`src/hw/umi_macros.svh`:
```
//##########################################################################
// UMI memory endpoint global parameters
// Packet widths and local memory depth for the whole design
//##########################################################################
`ifndef UMI_MACROS_SVH
`define UMI_MACROS_SVH

// Address width, both dst and src
`define UMI_AW 32

// Data and payload width
`define UMI_DW 32

// Local memory depth in words
// Word index comes from address bits above the byte offset
`define UMI_MEM_WORDS 256

`endif

```
`src/hw/umi_pkg.sv`:
```
//##########################################################################
// UMI packet definitions
// Opcode encoding, command word layout and full packet layout
//##########################################################################
`include "umi_macros.svh"

package umi_pkg;

   // Supported opcodes, anything else is unknown
   typedef enum logic [7:0]
   {
      UMI_READ      = 8'h01,           // Request read
      UMI_RESP_READ = 8'h02,           // Read response
      UMI_WRITE     = 8'h03            // Request write, posted
   } umi_opcode_e;

   // Command word, 32 bits
   typedef struct packed
   {
      logic [19:0] options;            // Bits 31:12, passed through
      logic [3:0]  size;               // Bits 11:8, log2 of bytes
      umi_opcode_e opcode;             // Bits 7:0
   } umi_cmd_t;

   // Full packet as seen on device ports
   // cmd sits in the top 32 bits, payload at the bottom
   typedef struct packed
   {
      umi_cmd_t              cmd;      // Command word
      logic [`UMI_AW-1:0]    dst_addr; // Target address
      logic [`UMI_AW-1:0]    src_addr; // Return address
      logic [`UMI_DW-1:0]    payload;  // Write data or read data
   } umi_packet_t;

endpackage

```
`src/hw/mem_pkg.sv`:
```
//##########################################################################
// Local memory access definitions
// Request and response between endpoint and word memory
//##########################################################################
`include "umi_macros.svh"

package mem_pkg;

   // Single-cycle memory request, no handshake
   typedef struct packed
   {
      logic [`UMI_AW-1:0] addr;        // Byte address
      logic               write;       // Write strobe
      logic               read;        // Read strobe
      logic [3:0]         size;        // log2 of bytes written
      logic [`UMI_DW-1:0] wrdata;      // Write data, lane aligned
   } mem_req_t;

   // Same-cycle read return
   typedef struct packed
   {
      logic [`UMI_DW-1:0] rddata;      // Whole addressed word
   } mem_rsp_t;

endpackage

```
`src/hw/umi_unpack.sv`:
```
//##########################################################################
// UMI request unpack
// Splits an incoming packet into command fields, addresses and data
//##########################################################################
`include "umi_macros.svh"

module umi_unpack
  (
   // Incoming packet
   input  umi_pkg::umi_packet_t  packet,
   // Command fields
   output umi_pkg::umi_opcode_e  opcode,
   output logic [3:0]            size,
   output logic [19:0]           options,
   // Addresses
   output logic [`UMI_AW-1:0]    dst_addr,
   output logic [`UMI_AW-1:0]    src_addr,
   // Write data
   output logic [`UMI_DW-1:0]    wrdata
   );

   import umi_pkg::*;

   umi_cmd_t cmd;                      // Command word view

   //#######################################################################
   // Command word
   //#######################################################################

   // Only place the request-side command layout gets interpreted
   assign cmd     = packet.cmd;

   assign opcode  = cmd.opcode;        // Bits 7:0
   assign size    = cmd.size;          // Bits 11:8
   assign options = cmd.options;       // Bits 31:12

   //#######################################################################
   // Addresses and payload
   //#######################################################################

   assign dst_addr = packet.dst_addr;  // Local target
   assign src_addr = packet.src_addr;  // Where a response goes back to

   // Payload only meaningful for writes
   assign wrdata   = packet.payload;

endmodule

```
`src/hw/umi_pack.sv`:
```
//##########################################################################
// UMI response pack
// Builds an outgoing packet from command fields, addresses and data
//##########################################################################
`include "umi_macros.svh"

module umi_pack
  (
   // Command fields
   input  umi_pkg::umi_opcode_e  opcode,
   input  logic [3:0]            size,
   input  logic [19:0]           options,
   // Addresses
   input  logic [`UMI_AW-1:0]    dst_addr,
   input  logic [`UMI_AW-1:0]    src_addr,
   // Payload
   input  logic [`UMI_DW-1:0]    data,
   // Outgoing packet
   output umi_pkg::umi_packet_t  packet
   );

   import umi_pkg::*;

   umi_cmd_t cmd;                      // Assembled command word

   // Command word from its fields
   assign cmd = '{options : options,
                  size    : size,
                  opcode  : opcode};

   //#######################################################################
   // Packet assembly
   //#######################################################################

   // Field order follows umi_packet_t, cmd on top
   assign packet = '{cmd      : cmd,
                     dst_addr : dst_addr,
                     src_addr : src_addr,
                     payload  : data};

endmodule

```
`src/hw/umi_endpoint.sv`:
```
//##########################################################################
// UMI device endpoint
// Turns request packets into local memory accesses
// Reads come back as a registered response packet held under stall
//##########################################################################
`include "umi_macros.svh"

module umi_endpoint
  (
   input  logic                  clk,
   input  logic                  nreset,
   // Device request port
   input  logic                  req_valid,
   input  umi_pkg::umi_packet_t  req,
   output logic                  req_ready,
   // Device response port
   output logic                  resp_valid,
   output umi_pkg::umi_packet_t  resp,
   input  logic                  resp_ready,
   // Local memory port
   output mem_pkg::mem_req_t     mem_req,
   input  mem_pkg::mem_rsp_t     mem_rsp
   );

   import umi_pkg::*;

   // Unpacked request
   umi_opcode_e         req_opcode;
   logic [3:0]          req_size;
   logic [19:0]         req_options;
   logic [`UMI_AW-1:0]  req_dst_addr;
   logic [`UMI_AW-1:0]  req_src_addr;
   logic [`UMI_DW-1:0]  req_wrdata;

   // Handshake and decode
   logic                accept;
   logic                is_read;
   logic                is_write;

   // Response register without opcode
   logic [3:0]          resp_size_q;
   logic [19:0]         resp_options_q;
   logic [`UMI_AW-1:0]  resp_dst_addr_q;
   logic [`UMI_AW-1:0]  resp_src_addr_q;
   logic [`UMI_DW-1:0]  resp_data_q;

   //#######################################################################
   // Request decode
   //#######################################################################

   umi_unpack u_unpack
     (.packet   (req),
      .opcode   (req_opcode),
      .size     (req_size),
      .options  (req_options),
      .dst_addr (req_dst_addr),
      .src_addr (req_src_addr),
      .wrdata   (req_wrdata));

   assign accept   = req_valid & req_ready;
   assign is_read  = accept & (req_opcode == UMI_READ);
   assign is_write = accept & (req_opcode == UMI_WRITE);
   // Unknown opcodes accepted with neither strobe

   // Memory access strobes qualified by acceptance
   assign mem_req.addr   = req_dst_addr;
   assign mem_req.write  = is_write;   // Lands at accepting edge
   assign mem_req.read   = is_read;
   assign mem_req.size   = req_size;
   assign mem_req.wrdata = req_wrdata;

   //#######################################################################
   // Handshake
   //#######################################################################

   // Slot empty or draining this cycle
   assign req_ready = nreset & (~resp_valid | resp_ready);

   // Read wins over drain so the slot reloads in the same cycle
   always_ff @(posedge clk or negedge nreset)
      if (!nreset)
         resp_valid <= 1'b0;
      else if (is_read)
         resp_valid <= 1'b1;
      else if (resp_ready)
         resp_valid <= 1'b0;

   //#######################################################################
   // Response register
   //#######################################################################

   always_ff @(posedge clk)
      if (is_read)
      begin
         resp_data_q     <= mem_rsp.rddata;
         resp_dst_addr_q <= req_src_addr;   // Back to requester
         resp_src_addr_q <= req_dst_addr;
         resp_size_q     <= req_size;
         resp_options_q  <= req_options;
      end

   umi_pack u_pack
     (.opcode   (UMI_RESP_READ),
      .size     (resp_size_q),
      .options  (resp_options_q),
      .dst_addr (resp_dst_addr_q),
      .src_addr (resp_src_addr_q),
      .data     (resp_data_q),
      .packet   (resp));

endmodule

```
`config.mk`:
```
export PLATFORM = sky130hd
export DESIGN_NAME = umi_endpoint
export DESIGN_NICKNAME = d
export VERILOG_FILES = /design/src/hw/umi_pkg.sv /design/src/hw/mem_pkg.sv /design/src/hw/umi_unpack.sv /design/src/hw/umi_pack.sv /design/src/hw/umi_endpoint.sv
export VERILOG_INCLUDE_DIRS = /design/src /design/src/hw
export SDC_FILE = /design/constraint.sdc
export NUM_CORES = 1
export LEC_CHECK = 0
export ABC_AREA = 1
export BUFFER_PORTS_ARGS = -buffer_cell sky130_fd_sc_hd__buf_2
export CAP_MARGIN = 10
export CORE_AREA = 8 8 137 139
export DETAILED_ROUTE_END_ITERATION = 16
export DIE_AREA = 0 0 145 147
export SYNTH_ARGS = -nofsm -noshare
export SYNTH_HDL_FRONTEND = slang
export SYNTH_SLANG_ARGS = --single-unit
```
`constraint.sdc`:
```
create_clock -name clk -period 3.75 [get_ports clk]
set_input_delay 0.1875 -clock clk [delete_from_list [all_inputs] [get_ports clk]]
set_output_delay 0.1875 -clock clk [all_outputs]
set_load 0.005 [all_outputs]
```
# == Word-level counts from Yosys, hierarchy flattened ==
# Cells that the tools add are included.
# totals
inputBits,164
reg_bits,121
word_cells,17
# classes
eq_ne,2
n_reduce_logical,1
muxes,2
bitwise,6
# ops
operator,n
equality test 8 x 1 -> 1 bit (second input constant),1
equality test 8 x 2 -> 1 bit (second input constant),1
AND 1 bit,4
two-way mux 1 bit,2
nonzero test 2 bit,1
inverter 1 bit,1
OR 1 bit,1

# == Logic depth before layout (Yosys ltp) ==
# logic_depth
depth_word,6
ltp_mapped,7

# == Hierarchy ==
# Synthesis repeated with hierarchy kept, for this count alone.
# unflattened
cells_unflattened,403
hier_area_um2,5670.4
# modules_own_cells
module,cells_each,seq_area_each_um2,n_inst,area_each_um2
umi_endpoint,147,3628.5,1,3748.6
umi_pack,128,0.0,1,960.9
umi_unpack,128,0.0,1,960.9

# == Worst setup path after synthesis ==
# No wires, ideal clock.
# synth_path
path_type,flip-flop to output port
startpoint,register resp_valid
endpoint,output mem_req[36] (netlist bit)
arrival_ps,3385
path_stages_with_launch,7
n_path_buf,1
setup_slack_ps,177
path_cell_list,dfrtp_1 -> nand2_2 -> nand2_2 -> nor2_2 -> nand2_1 -> inv_1 -> buf_4
# synth_via
elab_chain_cells,5
# synth_lines
element,line,text
from (decl),umi_endpoint.sv:17,"output logic resp_valid,"
from (signal assigned),umi_endpoint.sv:82,resp_valid <= 1'b0;
from (signal assigned),umi_endpoint.sv:84,resp_valid <= 1'b1;
from (signal assigned),umi_endpoint.sv:86,resp_valid <= 1'b0;
inverter 1 bit,umi_endpoint.sv:77,assign req_ready = nreset & (~resp_valid | resp_ready);
OR 1 bit,umi_endpoint.sv:77,
AND 1 bit,umi_endpoint.sv:77,
AND 1 bit,umi_endpoint.sv:60,assign accept = req_valid & req_ready;
AND 1 bit,umi_endpoint.sv:61,assign is_read = accept & (req_opcode == UMI_READ);
to (decl),umi_endpoint.sv:21,"output mem_pkg::mem_req_t mem_req,"
# Every way passes these cells.

==> flow_metrics.tcl <==
set metrics [dict create \
    outcome "finished, final reports clean" \
    cp_common_cell "nand2_2" \
    drive_gt1_frac 0.556 \
    hold_path_class "in -> reg" \
    max_slew_margin 0.605 \
    drt_first_pass_iters 4 \
    io_buffer_count 291 \
    nets 745 \
    crit_slowest_cell "inv_4" \
    place_congestion 0.827 \
    core_area_sq_um 16800 \
    antenna_found_initial 0 \
    cp_data_arrival_time_ns 1.91 \
    io_pins 364 \
    end_kind "output pin" \
    worst_r2r_path_depth 6 \
    num_vias 3203 \
    fin_setup_tns_ns 0 \
    start_kind "register" \
    clk_pin_slew_ns 0.06 \
    p_int_w 0.00258 \
    via_per_inst 3.91 \
    overflow 0 \
    ant_nets 0 \
    crit_fanout 46 \
    wl_per_cell_um 17.5 \
    cts_setup_buffers 0 \
    cts_made_buffers 17 \
    rows 48 \
    totalWireLength_mm 14.3 \
    rsz0062_at_grt "false" \
    yosys.cell_types.count 11 \
    ys_seq_elements 121 \
    dp_hpwl_mm 9.96 \
    syn_area_sq_um 4320 \
    clockBufferDepth 2 \
    r2r_start "resp_valid" \
    worst_pin_slew_ns 0.593 \
    cts_tree "done" \
    final_cells 819 \
    place_ws_ns 1.66 \
    fin_skew_ns 0.00525 \
    grt_pass1_wl_mm 21.7 \
    clock_sinks 121 \
    critPathLaunch "resp_valid" \
    clock_power_share 0.486 \
    p_leak_nw 3.12 \
    die-area_sq_um 21300 \
    grt_max_degree 77 \
    setup_viol 0 \
    drtIter0Drc 72 \
    p_sw_frac 0.220 \
    area_delta_synth_final_pct 69.1 \
    timing.final.crit_share 0.560 \
    dp.cells 668 \
    htree_levels 4 \
    setup_slack_ns 1.65 \
    p_seq_frac 0.450 \
    drc 0 \
    period_needed_ns 2.10 \
    syn_inst 223 \
    cp_cell_sequence "nand2_2, nand2_2, nor2_2, nand2_1, inv_4, buf_2" \
    die_h_um 147 \
    hold-worst-slack_ns 0.0327 \
    cts-root-buf "clkbuf_16" \
    fmax_mhz 476 \
    insertedDiodeCount 0 \
    hold_viol 0 \
    worstPathRequired_ns 3.56 \
    p_sw_w 0.000728 \
    combPwrFrac 0.065 \
    p_per_area_nw_per_um2 453 \
    globalRouteTotalUtil 0.133 \
    max-vdd-ir-drop_mv 0.269 \
    criticalPathCategory "reg -> out" \
    yosysWarnings 0 \
    clock_latency_ns 0.40 \
    rrSetupSlack_ns 1.68 \
    yosysSeqAreaShare 0.840 \
    cap_violations 0 \
    reg2reg_to "resp_data_q[6]" \
    die_w_um 145 \
    crit_end "mem_req[36]" \
    synth.avg_cell_area_sq_um 19.4 \
    report.final.slew_viol_count 0 \
    initial_core_util 0.258 \
    grt_pass1_vias 3740 \
    critPathMaxStageDelay_ns 0.43 \
]
[final cells by class]
class                           instances  area, sq um
Clock inverter                         15          173
Tap cell                              225          282
Clock buffer                           17          425
Inverter                                7         28.8
Sequential cell                       121         3630
Fill cell                            1494         9450
Timing Repair Buffer                  411         2670
Multi-Input combinational cell         23          101
[power groups by stage]
stage,combinational [W],sequential [W],clock (W)
floorplan,0.0000715,0.00152,0
global placement,0.000110,0.00152,0
finish,0.000214,0.00149,0.00161
global route,0.000232,0.00149,0.00170
CTS,0.000212,0.00149,0.00166
detailed placement,0.000113,0.00152,0
[stage by stage]
| stage | total power (W) | util | area, sq um |
|---|---|---|---|
| 3_3_place_gp | 0.00163 | 0.329 | 5520 |
| 5_1_grt | 0.00342 | 0.436 | 7310 |
| 4_1_cts | 0.00336 | 0.436 | 7310 |
| 3_5_place_dp | 0.00163 | 0.329 | 5520 |
| 6_report | 0.00331 | 0.436 | 7310 |
| 2_1_floorplan | 0.00159 | - | 4340 |
[sequential cells by signal, summed over array words and instances (netlist names)]
register         cells
resp_options_q      20
resp_dst_addr_q     32
resp_src_addr_q     32
resp_valid           1
resp_data_q         32
resp_size_q          4
[cell families (layout without fill, tap and decap cells)]
logic type,Yosys count,after routing,synth area share
flip-flops,121,121,0.840
buffers and inverters,85,450,0.142
AND/OR/NAND/NOR,15,15,0.0165
other,2,8,0.00174
[metal layers]
metal	track usage	up-vias	part of all wire
li1	-	1433	-
met1	0.126	1525	0.35
met2	0.238	210	0.53
met3	0.0600	35	0.094
met4	0.0689	0	0.028
met5	0	-	0
[cell usage after synthesis]
| cell type | count | area share |
|---|---|---|
| edfxtp_1 | 120 | 0.83 |
| buf_4 | 78 | 0.14 |
| inv_1 | 6 | 0.0052 |
| nand2_1 | 5 | 0.0043 |
| nor2_1 | 4 | 0.0035 |
| nor2_2 | 3 | 0.0043 |
| conb_1 | 2 | 0.0017 |
| nand2_2 | 2 | 0.0029 |
| clkinv_1 | 1 | 0.00087 |
| dfrtp_1 | 1 | 0.0058 |
| nand4_1 | 1 | 0.0014 |
[worst max-delay path, delay by kind of cell, from the launching register on]
family / cells / cell delay [ns]
buffers and inverters: 2 / 0.65
AND/OR/NAND/NOR: 4 / 0.42
flip-flops: 1 / 0.40
[how the worst min path moves through the flow]
stage              from                  to  slack [ns]  cells after the start
2_1_floorplan    nreset          resp_valid       -0.11                      0
5_1_grt         req[66]  resp_src_addr_q[2]        0.02                      1
3_5_place_dp     nreset          resp_valid       -0.03                      1
4_1_cts         req[66]  resp_src_addr_q[2]        0.02                      1
6_report       req[104]      resp_size_q[0]        0.03                      1
3_3_place_gp     nreset          resp_valid       -0.03                      1
[what timing repair did]
| item | CTS | global route |
|---|---|---|
| hold buffers | 119 | 0 |
| hold endpoints to repair | 119 | 0 |
| resized for setup | 0 | 0 |
[cell usage in the layout (no fill, tap or decap), drive strengths merged]
cell           n
edfxtp       120
conb           8
clkbuf        17
inv           15
buf          292
bufinv         1
dfrtp          1
nor2           7
dlygate4sd3  119
nand2          7
clkinvlp       2
nand4          1
clkinv         4
Power figures use the tool's default switching activity.
